**src/cpu_pkg.sv**
```systemverilog
package cpu_pkg;

	// ************************************************************
	// Basic types and status register layout
	// ************************************************************

	typedef logic [7:0] data_t;
	typedef logic [15:0] addr_t;

	localparam int unsigned FLAG_C = 0;
	localparam int unsigned FLAG_ONE = 1; // Always reads one
	localparam int unsigned FLAG_P = 2;
	localparam int unsigned FLAG_AC = 4;
	localparam int unsigned FLAG_Z = 6;
	localparam int unsigned FLAG_S = 7;

	localparam data_t RESET_PSR = 8'h02;
	localparam data_t PSR_FIXED_ZERO = 8'h28; // Bits 3 and 5

	localparam logic ADDR_PC = 1'b0;
	localparam logic ADDR_AL = 1'b1;

	// ************************************************************
	// Encodings
	// ************************************************************

	typedef enum logic [3:0] {
		FETCH, DECODE, MOV, MVI, ALU0, ALU1,
		JMP0, JMP1, DIR0, DIR1, DIR2, HALT
	} state_e;

	typedef enum logic [3:0] {
		OP_NOP, OP_MOV, OP_MVI, OP_ALU, OP_ALUI,
		OP_JMP, OP_JCC, OP_LDA, OP_STA, OP_HLT
	} op_e;

	typedef enum logic [3:0] {
		ALU_ADD = 4'd0,
		ALU_ADC = 4'd1,
		ALU_SUB = 4'd2,
		ALU_SBB = 4'd3,
		ALU_ANA = 4'd4,
		ALU_XRA = 4'd5,
		ALU_ORA = 4'd6,
		ALU_CMP = 4'd7,
		ALU_NOP = 4'd8
	} alu_op_e;

	typedef enum logic [3:0] {
		DB_B = 4'd0,
		DB_C = 4'd1,
		DB_D = 4'd2,
		DB_E = 4'd3,
		DB_H = 4'd4,
		DB_L = 4'd5,
		DB_MEM = 4'd6, // Sits on register code 6
		DB_A = 4'd7,
		DB_ALU = 4'd8, // Result as source, operand latch as destination
		DB_PSR = 4'd9,
		DB_ALL = 4'd10,
		DB_ALH = 4'd11,
		DB_NONE = 4'd15
	} db_sel_e;

	// ************************************************************
	// Bundles
	// ************************************************************

	typedef struct packed {
		db_sel_e db_src;
		db_sel_e db_dst;
		alu_op_e alu_op;
		data_t set_flags;
		logic pc_inc;
		logic pc_jmp;
		logic al_load_l;
		logic al_load_h;
		logic addr_sel;
	} ctrl_t;

	typedef struct packed {
		alu_op_e alu_op;
		data_t acc;
		data_t operand;
		logic carry;
	} alu_in_t;

	typedef struct packed {
		data_t result;
		data_t flags;
	} alu_out_t;

	typedef struct packed {
		op_e op;
		logic [2:0] dst;
		logic [2:0] src;
		alu_op_e alu_op;
		logic [2:0] cond;
	} decode_t;

endpackage

```
**src/cpu_addr_unit.sv**
```systemverilog
`timescale 1ns/1ps

module cpu_addr_unit import cpu_pkg::*; (
	input logic clk,
	input logic rst_n,
	input ctrl_t ctrl,
	input data_t bus,
	input data_t jump_low,
	input data_t mem_rdata,
	output addr_t mem_addr
);

	addr_t pc;
	addr_t al;

	always_ff @(posedge clk or negedge rst_n) begin
		if (!rst_n) begin
			pc <= '0;
		end else begin
			if (ctrl.pc_jmp)
				pc <= {mem_rdata, jump_low}; // High byte arrives with the strobe
			else if (ctrl.pc_inc)
				pc <= pc + 16'd1;
		end
	end

	// Address latch for direct load and store
	always_ff @(posedge clk or negedge rst_n) begin
		if (!rst_n) begin
			al <= '0;
		end else begin
			if (ctrl.al_load_l)
				al[7:0] <= bus;
			if (ctrl.al_load_h)
				al[15:8] <= bus;
		end
	end

	assign mem_addr = (ctrl.addr_sel == ADDR_AL) ? al : pc;

endmodule

```
**src/cpu_alu.sv**
```systemverilog
`timescale 1ns/1ps

module cpu_alu import cpu_pkg::*; (
	input alu_in_t alu_in,
	output alu_out_t alu_out
);

	logic cin;
	logic carry;
	logic aux;
	logic [8:0] wide;
	logic [4:0] nibble;

	always_comb begin
		cin = alu_in.carry && (alu_in.alu_op == ALU_ADC || alu_in.alu_op == ALU_SBB);
		carry = 1'b0;
		aux = 1'b0;
		wide = {1'b0, alu_in.operand};
		nibble = '0;
		case (alu_in.alu_op)
		ALU_ADD, ALU_ADC: begin
			wide = {1'b0, alu_in.acc} + {1'b0, alu_in.operand} + {8'd0, cin};
			nibble = {1'b0, alu_in.acc[3:0]} + {1'b0, alu_in.operand[3:0]} + {4'd0, cin};
			carry = wide[8];
			aux = nibble[4];
		end
		ALU_SUB, ALU_SBB, ALU_CMP: begin
			wide = {1'b0, alu_in.acc} - {1'b0, alu_in.operand} - {8'd0, cin};
			nibble = {1'b0, alu_in.acc[3:0]} - {1'b0, alu_in.operand[3:0]} - {4'd0, cin};
			carry = wide[8]; // Borrow
			aux = nibble[4];
		end
		ALU_ANA: begin
			wide = {1'b0, alu_in.acc & alu_in.operand};
			aux = alu_in.acc[3] | alu_in.operand[3];
		end
		ALU_XRA: wide = {1'b0, alu_in.acc ^ alu_in.operand};
		ALU_ORA: wide = {1'b0, alu_in.acc | alu_in.operand};
		default: ;
		endcase
	end

	always_comb begin
		alu_out.result = wide[7:0];
		alu_out.flags = '0;
		alu_out.flags[FLAG_C] = carry;
		alu_out.flags[FLAG_ONE] = 1'b1;
		alu_out.flags[FLAG_P] = ^wide[7:0];
		alu_out.flags[FLAG_AC] = aux;
		alu_out.flags[FLAG_Z] = wide[7:0] == 8'd0;
		alu_out.flags[FLAG_S] = wide[7];
	end

endmodule

```
**src/cpu_decoder.sv**
```systemverilog
`timescale 1ns/1ps

module cpu_decoder import cpu_pkg::*; (
	input data_t ir,
	output decode_t dec
);

	always_comb begin
		dec.dst = ir[5:3];
		dec.src = ir[2:0];
		dec.cond = ir[5:3];
		dec.alu_op = alu_op_e'({1'b0, ir[5:3]});
		casez (ir)
		8'h76: dec.op = OP_HLT; // Must win over the MOV group
		8'b01??????: begin
			if (ir[5:3] != 3'd6 && ir[2:0] != 3'd6)
				dec.op = OP_MOV;
			else
				dec.op = OP_NOP; // Memory operand not supported
		end
		8'b10??????: dec.op = (ir[2:0] != 3'd6) ? OP_ALU : OP_NOP;
		8'b11???110: dec.op = OP_ALUI;
		8'b00???110: dec.op = (ir[5:3] != 3'd6) ? OP_MVI : OP_NOP;
		8'hC3: dec.op = OP_JMP;
		8'b11???010: dec.op = OP_JCC;
		8'h3A: dec.op = OP_LDA;
		8'h32: dec.op = OP_STA;
		default: dec.op = OP_NOP;
		endcase
	end

endmodule

```
**src/cpu_regfile.sv**
```systemverilog
`timescale 1ns/1ps

module cpu_regfile import cpu_pkg::*; (
	input logic clk,
	input logic rst_n,
	input ctrl_t ctrl,
	input data_t mem_rdata,
	input alu_out_t alu_out,
	output alu_in_t alu_in,
	output data_t bus,
	output data_t psr,
	output data_t jump_low
);

	data_t gpr [8]; // Indexed by register code, slot 6 is M and stays idle
	data_t operand;
	data_t psr_merged;

	always_comb begin
		case (ctrl.db_src)
		DB_B, DB_C, DB_D, DB_E, DB_H, DB_L, DB_A: bus = gpr[ctrl.db_src[2:0]];
		DB_MEM: bus = mem_rdata;
		DB_ALU: bus = alu_out.result;
		default: bus = '0;
		endcase
	end

	always_ff @(posedge clk or negedge rst_n) begin
		if (!rst_n) begin
			for (int i = 0; i < 8; i++)
				gpr[i] <= '0;
			operand <= '0;
		end else begin
			case (ctrl.db_dst)
			DB_B, DB_C, DB_D, DB_E, DB_H, DB_L, DB_A: gpr[ctrl.db_dst[2:0]] <= bus;
			DB_ALU: operand <= bus;
			default: ;
			endcase
		end
	end

	assign psr_merged = (psr & ~ctrl.set_flags) | (alu_out.flags & ctrl.set_flags);

	always_ff @(posedge clk or negedge rst_n) begin
		if (!rst_n) begin
			psr <= RESET_PSR;
		end else begin
			if (ctrl.set_flags != '0)
				psr <= (psr_merged & ~PSR_FIXED_ZERO) | RESET_PSR;
		end
	end

	assign alu_in.alu_op = ctrl.alu_op;
	assign alu_in.acc = gpr[7];
	assign alu_in.operand = operand;
	assign alu_in.carry = psr[FLAG_C];
	assign jump_low = operand; // Jump target low byte was read first

endmodule

```
**src/cpu_sequencer.sv**
```systemverilog
`timescale 1ns/1ps

module cpu_sequencer import cpu_pkg::*; (
	input logic clk,
	input logic rst_n,
	input data_t mem_rdata,
	input logic mem_done,
	input data_t psr,
	output logic mem_read,
	output logic mem_write,
	output ctrl_t ctrl,
	output logic fetch,
	output logic halted
);

	data_t ir;
	state_e state;
	decode_t dec;
	logic done;
	logic cond_ok;
	logic addr_sel;
	logic inc;
	logic jmp;
	db_sel_e src;
	db_sel_e dst;
	alu_op_e aop;
	data_t mask;

	cpu_decoder u_decoder (
		.ir(ir),
		.dec(dec)
	);

	assign done = !(mem_read || mem_write) || mem_done; // Idle states finish at once
	assign fetch = state == FETCH;
	assign halted = state == HALT;

	always_comb begin
		case (dec.cond)
		3'd0: cond_ok = !psr[FLAG_Z];
		3'd1: cond_ok = psr[FLAG_Z];
		3'd2: cond_ok = !psr[FLAG_C];
		3'd3: cond_ok = psr[FLAG_C];
		3'd4: cond_ok = !psr[FLAG_P];
		3'd5: cond_ok = psr[FLAG_P];
		3'd6: cond_ok = !psr[FLAG_S];
		default: cond_ok = psr[FLAG_S];
		endcase
	end

	// ************************************************************
	// State register and instruction register
	// ************************************************************

	always_ff @(posedge clk or negedge rst_n) begin
		if (!rst_n) begin
			state <= FETCH;
			ir <= '0;
		end else if (done) begin
			case (state)
			FETCH: begin
				ir <= mem_rdata;
				state <= DECODE;
			end
			DECODE: begin
				case (dec.op)
				OP_MOV: state <= MOV;
				OP_MVI: state <= MVI;
				OP_ALU, OP_ALUI: state <= ALU0;
				OP_JMP, OP_JCC: state <= JMP0;
				OP_LDA, OP_STA: state <= DIR0;
				OP_HLT: state <= HALT;
				default: state <= FETCH;
				endcase
			end
			ALU0: state <= ALU1;
			JMP0: state <= JMP1;
			DIR0: state <= DIR1;
			DIR1: state <= DIR2;
			HALT: state <= HALT; // Only reset leaves
			default: state <= FETCH;
			endcase
		end
	end

	// ************************************************************
	// Memory requests and datapath control
	// ************************************************************

	always_comb begin
		mem_read = 1'b0;
		mem_write = 1'b0;
		addr_sel = ADDR_PC;
		src = DB_NONE;
		dst = DB_NONE;
		aop = ALU_NOP;
		mask = '0;
		inc = 1'b0;
		jmp = 1'b0;
		case (state)
		FETCH: begin
			mem_read = 1'b1;
			inc = 1'b1;
		end
		MOV: begin
			src = db_sel_e'({1'b0, dec.src});
			dst = db_sel_e'({1'b0, dec.dst});
		end
		MVI: begin
			mem_read = 1'b1;
			src = DB_MEM;
			dst = db_sel_e'({1'b0, dec.dst});
			inc = 1'b1;
		end
		ALU0: begin
			dst = DB_ALU;
			if (dec.op == OP_ALUI) begin
				mem_read = 1'b1;
				src = DB_MEM;
				inc = 1'b1;
			end else
				src = db_sel_e'({1'b0, dec.src});
		end
		ALU1: begin
			src = DB_ALU;
			dst = (dec.alu_op == ALU_CMP) ? DB_NONE : DB_A; // CMP only sets flags
			aop = dec.alu_op;
			mask = 8'hFF;
		end
		JMP0: begin
			mem_read = 1'b1;
			src = DB_MEM;
			dst = DB_ALU; // Low byte parks in the operand latch
			inc = 1'b1;
		end
		JMP1: begin
			mem_read = 1'b1;
			jmp = dec.op == OP_JMP || cond_ok;
			inc = !jmp;
		end
		DIR0, DIR1: begin
			mem_read = 1'b1;
			src = DB_MEM;
			dst = (state == DIR0) ? DB_ALL : DB_ALH;
			inc = 1'b1;
		end
		DIR2: begin
			addr_sel = ADDR_AL;
			if (dec.op == OP_LDA) begin
				mem_read = 1'b1;
				src = DB_MEM;
				dst = DB_A;
			end else begin
				mem_write = 1'b1;
				src = DB_A;
			end
		end
		default: ;
		endcase
	end

	always_comb begin
		ctrl.db_src = src; // Left ungated so write data holds during waits
		ctrl.db_dst = done ? dst : DB_NONE;
		ctrl.alu_op = aop;
		ctrl.set_flags = done ? mask : '0;
		ctrl.pc_inc = done && inc;
		ctrl.pc_jmp = done && jmp;
		ctrl.al_load_l = done && dst == DB_ALL;
		ctrl.al_load_h = done && dst == DB_ALH;
		ctrl.addr_sel = addr_sel;
	end

endmodule

```
**src/cpu_top.sv**
```systemverilog
`timescale 1ns/1ps

module cpu_top import cpu_pkg::*; (
	input logic clk,
	input logic rst_n,
	output logic mem_read,
	output logic mem_write,
	output addr_t mem_addr,
	output data_t mem_wdata,
	input data_t mem_rdata,
	input logic mem_done,
	output logic fetch,
	output logic halted
);

	ctrl_t ctrl;
	data_t psr;
	data_t jump_low;
	alu_in_t alu_in;
	alu_out_t alu_out;

	cpu_sequencer u_sequencer (
		.clk(clk),
		.rst_n(rst_n),
		.mem_rdata(mem_rdata),
		.mem_done(mem_done),
		.psr(psr),
		.mem_read(mem_read),
		.mem_write(mem_write),
		.ctrl(ctrl),
		.fetch(fetch),
		.halted(halted)
	);

	cpu_addr_unit u_addr_unit (
		.clk(clk),
		.rst_n(rst_n),
		.ctrl(ctrl),
		.bus(mem_wdata), // Internal bus doubles as write data
		.jump_low(jump_low),
		.mem_rdata(mem_rdata),
		.mem_addr(mem_addr)
	);

	cpu_regfile u_regfile (
		.clk(clk),
		.rst_n(rst_n),
		.ctrl(ctrl),
		.mem_rdata(mem_rdata),
		.alu_out(alu_out),
		.alu_in(alu_in),
		.bus(mem_wdata),
		.psr(psr),
		.jump_low(jump_low)
	);

	cpu_alu u_alu (
		.alu_in(alu_in),
		.alu_out(alu_out)
	);

endmodule

```
**config.mk**
```make
export PLATFORM = sky130hd
export DESIGN_NAME = cpu_top
export DESIGN_NICKNAME = d
export VERILOG_FILES = /design/src/cpu_pkg.sv /design/src/cpu_addr_unit.sv /design/src/cpu_alu.sv /design/src/cpu_decoder.sv /design/src/cpu_regfile.sv /design/src/cpu_sequencer.sv /design/src/cpu_top.sv
export SDC_FILE = /design/constraint.sdc
export NUM_CORES = 1
export LEC_CHECK = 0
export ABC_AREA = 1
export BUFFER_PORTS_ARGS = -buffer_cell sky130_fd_sc_hd__buf_2
export CAP_MARGIN = 20
export CELL_PAD_IN_SITES_DETAIL_PLACEMENT = 1
export CELL_PAD_IN_SITES_GLOBAL_PLACEMENT = 1
export CORE_MARGIN = 1
export CORE_UTILIZATION = 41
export DETAILED_ROUTE_END_ITERATION = 12
export MAX_ROUTING_LAYER = met4
export PLACE_DENSITY = 0.79
export SKIP_LAST_GASP = 1
export SLEW_MARGIN = 20
export SYNTH_ARGS = -nofsm -noshare
export SYNTH_HDL_FRONTEND = slang
export SYNTH_SLANG_ARGS = --single-unit
```
**constraint.sdc**
```tcl
create_clock -name clk -period 3.9 [get_ports clk]
set_input_delay 0.195 -clock clk [delete_from_list [all_inputs] [get_ports clk]]
set_output_delay 0.195 -clock clk [all_outputs]
set_load 0.01 [all_outputs]
```
==> results of run 1 <==
-- sequential cells by signal, indices dropped and copies added (netlist names), named ones only --
signal / cells
u_addr_unit.al: 16
u_addr_unit.pc: 16
u_regfile.alu_in: 8
u_regfile.gpr: 49
u_regfile.jump_low: 8
u_sequencer.ir: 8
u_sequencer.state: 4
-- path summary, 6_finish.rpt --
path                                      end                  from  slack, ns
min                        u_addr_unit.pc[13]          mem_rdata[5]       0.04
max                              mem_wdata[1]     u_sequencer.ir[6]       0.04
max reg2reg                          register  u_sequencer.state[0]       0.08
min reg2reg                 u_regfile.gpr[15]     u_regfile.gpr[15]       0.40
max in group asynchronous   u_regfile.gpr[48]                 rst_n       2.50
min in group asynchronous   u_addr_unit.al[3]                 rst_n       0.47
-- per-stage QoR --
stage          instance area, sq um   util  std cells  total power, mW  setup WS, ns
6_report                      10000  0.512       1572             10.4        0.0377
5_1_grt                       10000  0.512       1572             11.1        -0.110
4_1_cts                        9610  0.491       1549             9.61       -0.0466
3_5_place_dp                   8870  0.453       1511             7.67       -0.0143
3_3_place_gp                   8870  0.453       1511             7.51         0.179
2_1_floorplan                  8230      -       1202             5.84         0.249
-- layout make-up --
type | instances | area [sq um] | share of cell area
multi-input cells | 869 | 4730 | 0.472
flip-flops and latches | 113 | 2830 | 0.282
clock buffers | 17 | 425 | 0.0424
inverters | 183 | 697 | 0.0695
well taps | 265 | 332 | 0.0331
repair buffers | 110 | 838 | 0.0836
clock inverters | 15 | 175 | 0.0175
-- cell usage after synthesis, drive strengths merged (3+ instances only) --
cell / n
xor2: 12
xnor2: 4
inv: 183
nand4: 36
buf: 30
fa: 4
clkbuf: 8
nand2: 459
nor3: 12
a2111oi: 3
o21ai: 60
ha: 44
a21oi: 20
o22ai: 3
nor2: 89
nand3: 92
dfrtp: 113
o211ai: 13
-- worst max-delay path, stage by stage (launching register included) --
cell and delay [ns]:
dfrtp_2 0.43, inv_1 0.09, ha_1 0.21, nand2_2 0.08, nor2_1 0.07, nor2_2 0.18
nand2_4 0.09, inv_4 0.07, nand2_1 0.07, a21oi_2 0.22, ha_2 0.23, nand4_1 0.20
nand2_4 0.20, buf_4 0.15, buf_4 0.14, nand3_1 0.09, nand2_1 0.14, nand2_1 0.08
nand2_1 0.10, nand2_1 0.11, nand2_4 0.16, buf_2 0.14
-- cells by family after synthesis --
kind of cell             Yosys count  share of synthesized area
AO/OA/AOI/OAI                    112                     0.0789
XOR/XNOR                          16                     0.0170
adder cells (fa/ha/maj)           48                     0.0766
AND/OR/NAND/NOR                  692                      0.370
buffers and inverters            221                      0.114
flip-flops                       113                      0.344
-- what timing repair did --
action | 4_1_cts | 5_1_grt
endpoints found under the hold margin | 65 | 0
buffers inserted | 4 | 22
gates cloned | 1 | 1
hold buffers | 1 | 0
resized for setup | 21 | 61
pin swaps | 2 | 32
setup endpoints to repair | 9 | 11
-- power by group through the flow --
| stage | registers [mW] | logic [mW] | clock network (mW) |
|---|---|---|---|
| global route | 1.99 | 7.40 | 1.69 |
| CTS | 1.93 | 6.04 | 1.65 |
| detailed placement | 1.94 | 5.73 | 0 |
| finish | 1.95 | 6.82 | 1.63 |
| floorplan | 1.83 | 4.01 | 0 |
| global placement | 1.92 | 5.59 | 0 |
-- routing by layer --
layer / up-vias / global-route usage
li1: 3964 / -
met1: 4202 / 0.405
met2: 260 / 0.499
met3: 60 / 0.0710
met4: 0 / 0.129
met5: - / -
==> flow_summary.yaml, run 1 <==
outcome:
  status: "finished clean"
detailed_routing:
  post_drt_wl_per_cell_um: 19.9
  drtPass1Iterations: 5
  ant_nets: 0
  highest_layer: "met4"
  wl_met2_um: 15000
  first_iter_violations: 654
  via_per_inst: 5.40
  routed-wl-met3_um: 1820
  vias: 8486
  met1Wirelength_um: 13700
  drc_errors: 0
  wirelength_um: 31200
die:
  io_pins: 39
  core-area_sq_mm: 0.0196
  die_h_um: 144
  die-area_sq_mm: 0.0206
  row_count: 51
  die_x_um: 144
  start_util: 0.420
clock_network:
  cts_buffers: 17
  clock-sinks: 113
  cts-root-buf: "clkbuf_16"
  clk_latency_ns: 0.43
  clk_pin_slew_ns: 0.07
  clockBufferDepth: 2
  h-tree-depth: 4
  cts_tree: "built"
min_path:
  hold_class: "input pin to register"
  min_delay_path_depth: 3
critical_path:
  reg2reg_depth: 27
  startpoint_type: "register"
  crit_type: "register to primary output"
  cp-end-kind: "primary output"
  required_ns: 3.70
  critPathMaxFanout: 6
  cp.arrival_ns: 3.67
power:
  p_sw_frac: 0.523
  p_sw_mw: 5.45
  power.internal_mw: 4.96
  pwr-share-comb: 0.656
  p_leak_nw: 5.18
  pwr-share-seq: 0.188
  powerDensity_mw_per_mm2: 1040
  pwr-share-clk: 0.157
  vdd_ir_drop_max_uv: 588
placed_design:
  gp_congestion: 0.971
  dp_hpwl_um: 21500
  portBuffers: 38
global_route:
  grt_pass1_vias: 8767
  antenna_found_initial: 0
  grt_max_degree: 68
  grt_pass1_wl_um: 47900
  grt_util_all_layers: 0.321
  grt_overflow: 0
logic_synthesis:
  yosys.area.top_type_share: 0.344
  syn_area_sq_mm: 0.00823
  synth_edf_count: 0
  syn_nets: 1261
  synth_area_leader_cell: "dfrtp_1"
  avgSynthCellArea_sq_um: 6.85
  synth_cells: 1202
  yosysSeqAreaShare: 0.344
  synth-async-reset-ratio: 1.00
  yosys_warnings: 0
  synth_cell_type_count: 46
  synthTopCellsByArea: "dfrtp_1 34%, nand2_1 20%, inv_1 7.3%"
  synth_flop_cell: "dfrtp_1"
  synth-seq-cells: 113
timing:
  setup_viol: 0
  worstMarginPinSlew_ns: 0.938
  finalMaxSlewViolations: 0
  post-route-period-util: 0.990
  fin_setup_tns_ns: 0
  finClkSkew_ns: 0.0134
  clock.fmax_mhz: 259
  rsz0062_at_grt: "yes"
  hold_viol_final: 0
  max_slew_margin: 0.375
  finalCriticalPeriod_ns: 3.86
  whs_ns: 0.0375
layout:
  nets: 1353
  final_common_cell: "nand2_1"
  final_cell_mix: "432 x nand2_1, 154 x inv_1, 112 x dfrtp_1, 83 x nand3_1, 64 x buf_4"
  diodes: 0
  fill_cells: 2569
  area_delta_synth_final_pct: 21.9
  drive_above_1_share: 0.204
run:
  maxCapViolCount: 0
No activity file was read; power rests on OpenSTA's default activity.
==> run 2: changes to the inputs <==
- RECOVER_POWER: not set -> 50
==> run 2 against run 1 <==
Effect of this change: highest routed layer unchanged; worst setup slack better by 0.0010 ns; the run now ends with capacitance limit, slew limit left; clock-buffer cell count stayed put; first-iteration DRC count is 0.46% higher; cell area hardly changed; largest power group unchanged; largest cell class unchanged.
==> flow_summary.yaml, run 2 (synthesized netlist as in run 1, its figures left out) <==
outcome:
  status: "complete, but fails checks"
  violations: "capacitance limit, slew limit"
detailed_routing:
  first_iter_violations: 657
  wirelength_um: 31200
  post_drt_wl_per_cell_um: 19.9
  ant_nets: 0
  drtPass1Iterations: 5
  drc_errors: 0
  vias: 8493
  via_per_inst: 5.40
clock_network:
  clockBufferDepth: 2
  cts_buffers: 17
  cts-root-buf: "clkbuf_16"
  clk_pin_slew_ns: 0.07
  clock-sinks: 113
  clk_latency_ns: 0.43
  h-tree-depth: 4
  cts_tree: "built"
global_route:
  grt_util_all_layers: 0.321
  grt_pass1_vias: 8767
  antenna_found_initial: 0
  grt_max_degree: 68
  grt_pass1_wl_um: 47900
  grt_overflow: 0
critical_path:
  cp_top_family: "simple AND/OR/NAND/NOR gates"
  max_stage_delay_ns: 0.43
  required_ns: 3.70
  cp.buffers_inverters: 5
  path_cells: "inv_1 -> ha_1 -> nand2_2 -> nor2_1 -> nor2_2 -> nand2_4 -> inv_4 -> nand2_1 -> a21oi_2 -> ha_2 -> nand4_1 -> nand2_4 -> buf_4 -> buf_4 -> nand3_1 -> nand2_1 -> nand2_1 -> nand2_1 -> nand2_1 -> nand2_4 -> buf_2"
  cp.arrival_ns: 3.67
  startpoint_type: "register"
  rr_startpoint: "u_sequencer.state[0]"
  cp-end-kind: "primary output"
  slowest_stage: "dfrtp_2"
  crit_type: "register to primary output"
  crit_path_frequent_cell: "nand2_1"
  critPathMaxFanout: 6
  r2r_slack_ns: 0.08
  reg2reg_depth: 27
power:
  pwr-share-comb: 0.655
  power.internal_mw: 4.96
  vdd_ir_drop_max_uv: 587
  p_sw_frac: 0.523
  p_sw_mw: 5.44
  pwr-share-clk: 0.157
  p_leak_nw: 5.17
  pwr-share-seq: 0.188
  powerDensity_mw_per_mm2: 1040
layout:
  fill_cells: 2571
  final_area_sq_mm: 0.0100
  diodes: 0
  largest_register_ffs: 49
  regMostFlops: "u_regfile.gpr"
  drive_above_1_share: 0.203
  area_delta_synth_final_pct: 21.8
  final_common_cell: "nand2_1"
  reg.largest.list: "u_regfile.gpr (49), u_addr_unit.al (16), u_addr_unit.pc (16)"
  final_cell_mix: "432 x nand2_1, 154 x inv_1, 112 x dfrtp_1, 83 x nand3_1, 61 x buf_4"
  nets: 1353
placed_design:
  dp_hpwl_um: 21500
  portBuffers: 38
  postPlaceCellArea_sq_mm: 0.00887
  gp_congestion: 0.971
  place_ws_ns: -0.0143
timing:
  hold_viol_final: 0
  rsz0062_at_grt: "yes"
  clock.fmax_mhz: 259
  max_slew_margin: -0.228
  worst_slack_ns: 0.0387
  finalMaxSlewViolations: 68
  worstMarginPinSlew_ns: 1.84
  post-route-period-util: 0.990
  finalCriticalPeriod_ns: 3.86
  setup_viol: 0
  finClkSkew_ns: 0.0134
min_path:
  min_delay_path_depth: 3
  min_to: "u_addr_unit.pc[13]"
  hold_class: "input pin to register"
  min-delay-start: "mem_rdata[5]"
die:
  io_pins: 39
  die_x_um: 144
  row_count: 51
  die_h_um: 144
  start_util: 0.420
  die-area_sq_mm: 0.0206
  core-area_sq_mm: 0.0196
run:
  maxCapViolCount: 1
==> run 2: area by class of cell <==
type                    instances  area (sq um)  share of cell area
repair buffers                110           828              0.0827
clock buffers                  17           425              0.0425
well taps                     265           332              0.0331
inverters                     183           697              0.0695
clock inverters                15           175              0.0175
multi-input cells             869          4730               0.472
flip-flops and latches        113          2830               0.282
==> run 2: worst max path at each step <==
stage | end | depth (start not counted) | start
2_1_floorplan | register | 19 | u_sequencer.state[3]
3_3_place_gp | register | 18 | u_sequencer.state[2]
3_5_place_dp | register | 18 | u_sequencer.state[0]
4_1_cts | mem_wdata[3] | 21 | u_sequencer.ir[6]
5_1_grt | mem_wdata[1] | 23 | u_sequencer.ir[6]
6_report | mem_wdata[1] | 21 | u_sequencer.ir[6]
==> run 2: metal layers <==
layer | vias up | global-route usage | share of wire
met2 | 262 | 0.499 | 0.48
li1 | 3963 | - | -
met3 | 59 | 0.0710 | 0.057
met5 | - | - | 0
met1 | 4209 | 0.405 | 0.44
met4 | 0 | 0.129 | 0.024
==> run 2: tightest hold or removal path, stage by stage <==
cell	delay, ns
buf_2	0.09
nand3_1	0.07
nand3_1	0.08
==> run 2: power by group through the flow <==
stage / Combinational [mW] / Clock (mW) / Sequential (mW)
3_3_place_gp: 5.59 / 0 / 1.92
3_5_place_dp: 5.73 / 0 / 1.94
5_1_grt: 7.40 / 1.69 / 1.99
4_1_cts: 6.04 / 1.65 / 1.93
2_1_floorplan: 4.01 / 0 / 1.83
6_report: 6.82 / 1.63 / 1.95
==> run 2: what timing repair did <==
action                     in CTS  in global routing
buffers inserted                4                 22
cloned                          1                  1
hold buffers                    1                  0
setup endpoints to repair       9                 11
resized for setup              21                 61
hold endpoints to repair       65                  0
pin swaps                       2                 32
==> run 2: through the flow <==
stage	hold WS [ns]	cells	utilization	setup TNS [ns]	total power, mW
global placement	0.365	1511	0.453	0	7.51
finish	0.0378	1572	0.512	0	10.4
CTS	0.0375	1549	0.491	-0.0914	9.61
global route	0.0491	1572	0.512	-0.586	11.1
floorplan	-0.101	1202	-	0	5.84
detailed placement	0.369	1511	0.453	-0.0143	7.67
==> run 3: changes to the inputs <==
- HOLD_SLACK_MARGIN: not set -> 0.1
==> run 3 against run 2 <==
Effect of this change: the flow still finishes with violations (capacitance limit, slew limit); via count up 0.78%; routed wire length up 1.6%; die area unchanged; worst hold slack better by 0.10 ns; non-clock buffer count up 6; register-to-register slack worse by 0.03 ns; largest cell class unchanged; fmax down 0.50%; worst setup slack worse by 0.020 ns; clock power about the same; highest routed layer unchanged; global-route usage up 0.28 points; first-iteration DRC count down 4.0%.
==> flow_summary.yaml, run 3 (synthesized netlist as in run 1, its figures left out) <==
timing:
  hold_viol_final: 0
  fin_setup_tns_ns: 0
  max_slew_margin: -0.223
  clock.fmax_mhz: 258
  finalCriticalPeriod_ns: 3.88
  post-route-period-util: 0.995
  rsz0062_at_grt: "yes"
  setup_viol: 0
  finClkSkew_ns: 0.0139
  whs_ns: 0.140
  finalMaxSlewViolations: 68
  worstMarginPinSlew_ns: 1.83
power:
  pwr-share-seq: 0.188
  p_sw_mw: 5.47
  p_leak_nw: 5.19
  power.internal_mw: 4.94
  powerDensity_mw_per_mm2: 1030
  p_sw_frac: 0.525
  vdd_ir_drop_max_uv: 578
  pwr-share-comb: 0.655
  pwr-share-clk: 0.158
layout:
  area_delta_synth_final_pct: 22.6
  diodes: 0
  regMostFlops: "u_regfile.gpr"
  multi_input_area_sq_mm: 0.00474
  reg.largest.list: "u_regfile.gpr (49), u_addr_unit.al (16), u_addr_unit.pc (16)"
  stdcell_count: 1579
  nets: 1360
  utilization: 0.515
  final_cell_mix: "432 x nand2_1, 155 x inv_1, 112 x dfrtp_1, 84 x nand3_1, 60 x buf_4"
  regArea_sq_mm: 0.00283
  drive_above_1_share: 0.200
  final_common_cell: "nand2_1"
  fill_cells: 2568
  largest_register_ffs: 49
die:
  die-area_sq_mm: 0.0206
  row_count: 51
  die_x_um: 144
  core-area_sq_mm: 0.0196
  die_h_um: 144
  start_util: 0.420
  io_pins: 39
global_route:
  grt_max_degree: 68
  grt_util_all_layers: 0.324
  antenna_found_initial: 0
  grt_pass1_vias: 8822
  grt_overflow: 0
  grt_pass1_wl_um: 48300
critical_path:
  critPathMaxFanout: 6
  cp-end-kind: "primary output"
  required_ns: 3.70
  startpoint_type: "register"
  path_cells: "inv_1 -> ha_1 -> nand2_2 -> nor2_1 -> nor2_2 -> nand2_4 -> inv_4 -> nand2_1 -> a21oi_2 -> ha_2 -> nand3_2 -> nand2_4 -> nand3_4 -> buf_12 -> nand2_1 -> nand3_1 -> nand2_1 -> inv_1 -> nand2_1 -> nand2_1 -> nand2_4 -> buf_2"
  cp.arrival_ns: 3.69
  crit_type: "register to primary output"
  crit_path_frequent_cell: "nand2_1"
  slowest_stage: "dfrtp_2"
  max_stage_delay_ns: 0.44
outcome:
  status: "complete, but fails checks"
  violations: "capacitance limit, slew limit"
detailed_routing:
  first_iter_violations: 631
  vias: 8559
  wirelength_um: 31700
  drtPass1Iterations: 5
  via_per_inst: 5.42
  drc_errors: 0
  ant_nets: 0
  post_drt_wl_per_cell_um: 20.1
clock_network:
  h-tree-depth: 4
  cts_tree: "built"
  clk_latency_ns: 0.44
  clk_pin_slew_ns: 0.06
  clock-sinks: 113
  cts_buffers: 17
  clockBufferDepth: 2
  cts-root-buf: "clkbuf_16"
placed_design:
  dpl.cell_count: 1511
  portBuffers: 38
  dp_hpwl_um: 21500
  gp_congestion: 0.971
run:
  maxCapViolCount: 1
min_path:
  hold_class: "input pin to register"
## run 3: changes by cell type in the layout (fill, tap and decap cells not counted)
cell	delta
inv_1	+1
inv_2	-1
buf_4	-1
nand3_2	-1
nand3_1	+1
dlygate4sd3_1	+7
nand2_4	+1
## run 3: cell type report
cell class,count,area share
clock inverters,15,0.0174
flip-flops and latches,113,0.280
repair buffers,116,0.0883
well taps,265,0.0329
clock buffers,17,0.0422
multi-input cells,870,0.470
inverters,183,0.0691
## run 3: through the flow
| step | total power, mW | area (sq um) | worst slack, ns |
|---|---|---|---|
| after floorplan | 5.84 | 8230 | 0.249 |
| after global routing | 11.1 | 10100 | -0.140 |
| final | 10.4 | 10100 | 0.0192 |
| after detailed placement | 7.67 | 8870 | -0.0143 |
| after CTS | 9.62 | 9680 | -0.0466 |
| after global placement | 7.51 | 8870 | 0.179 |
## run 3: timing repair
item | CTS | global route
gates cloned | 1 | 2
hold buffers | 8 | 0
pin swaps | 2 | 33
endpoints found under the setup margin | 9 | 11
buffers inserted | 4 | 21
hold endpoints to repair | 75 | 0
gates resized for setup | 21 | 59
## run 3: power groups by stage
stage	sequential, mW	combinational, mW	clock [mW]
final	1.95	6.82	1.64
after global routing	2.00	7.41	1.69
after CTS	1.93	6.04	1.65
after detailed placement	1.94	5.73	0
after global placement	1.92	5.59	0
after floorplan	1.83	4.01	0
## run 3: metal layers
| metal | track usage | vias to the layer above | share of wire |
|---|---|---|---|
| met5 | - | - | 0 |
| met4 | 0.133 | 0 | 0.030 |
| met3 | 0.0720 | 78 | 0.065 |
| met2 | 0.504 | 285 | 0.48 |
| met1 | 0.406 | 4220 | 0.42 |
| li1 | - | 3976 | - |
## run 3: final timing paths
kind	from	slack [ns]	endpoint	cells after the start
worst max-delay path	u_sequencer.ir[6]	0.02	mem_wdata[1]	22
worst min-delay path	mem_rdata[7]	0.14	u_addr_unit.pc[15]	3
worst max register to register	u_sequencer.state[0]	0.05	register	18
worst min register to register	u_regfile.gpr[15]	0.39	u_regfile.gpr[15]	0
max in group asynchronous	rst_n	0.94	u_regfile.gpr[48]	3
min in group asynchronous	rst_n	0.82	u_addr_unit.al[3]	2
## run 3: critical path, delay by kind of cell (launching register included)
kind / cells / cell delay, ns
and+or+nand+nor: 14 / 1.63
buffers and inverters: 5 / 0.55
DFF: 1 / 0.44
adders and majority gates: 2 / 0.43
AOI/OAI and AO/OA: 1 / 0.20
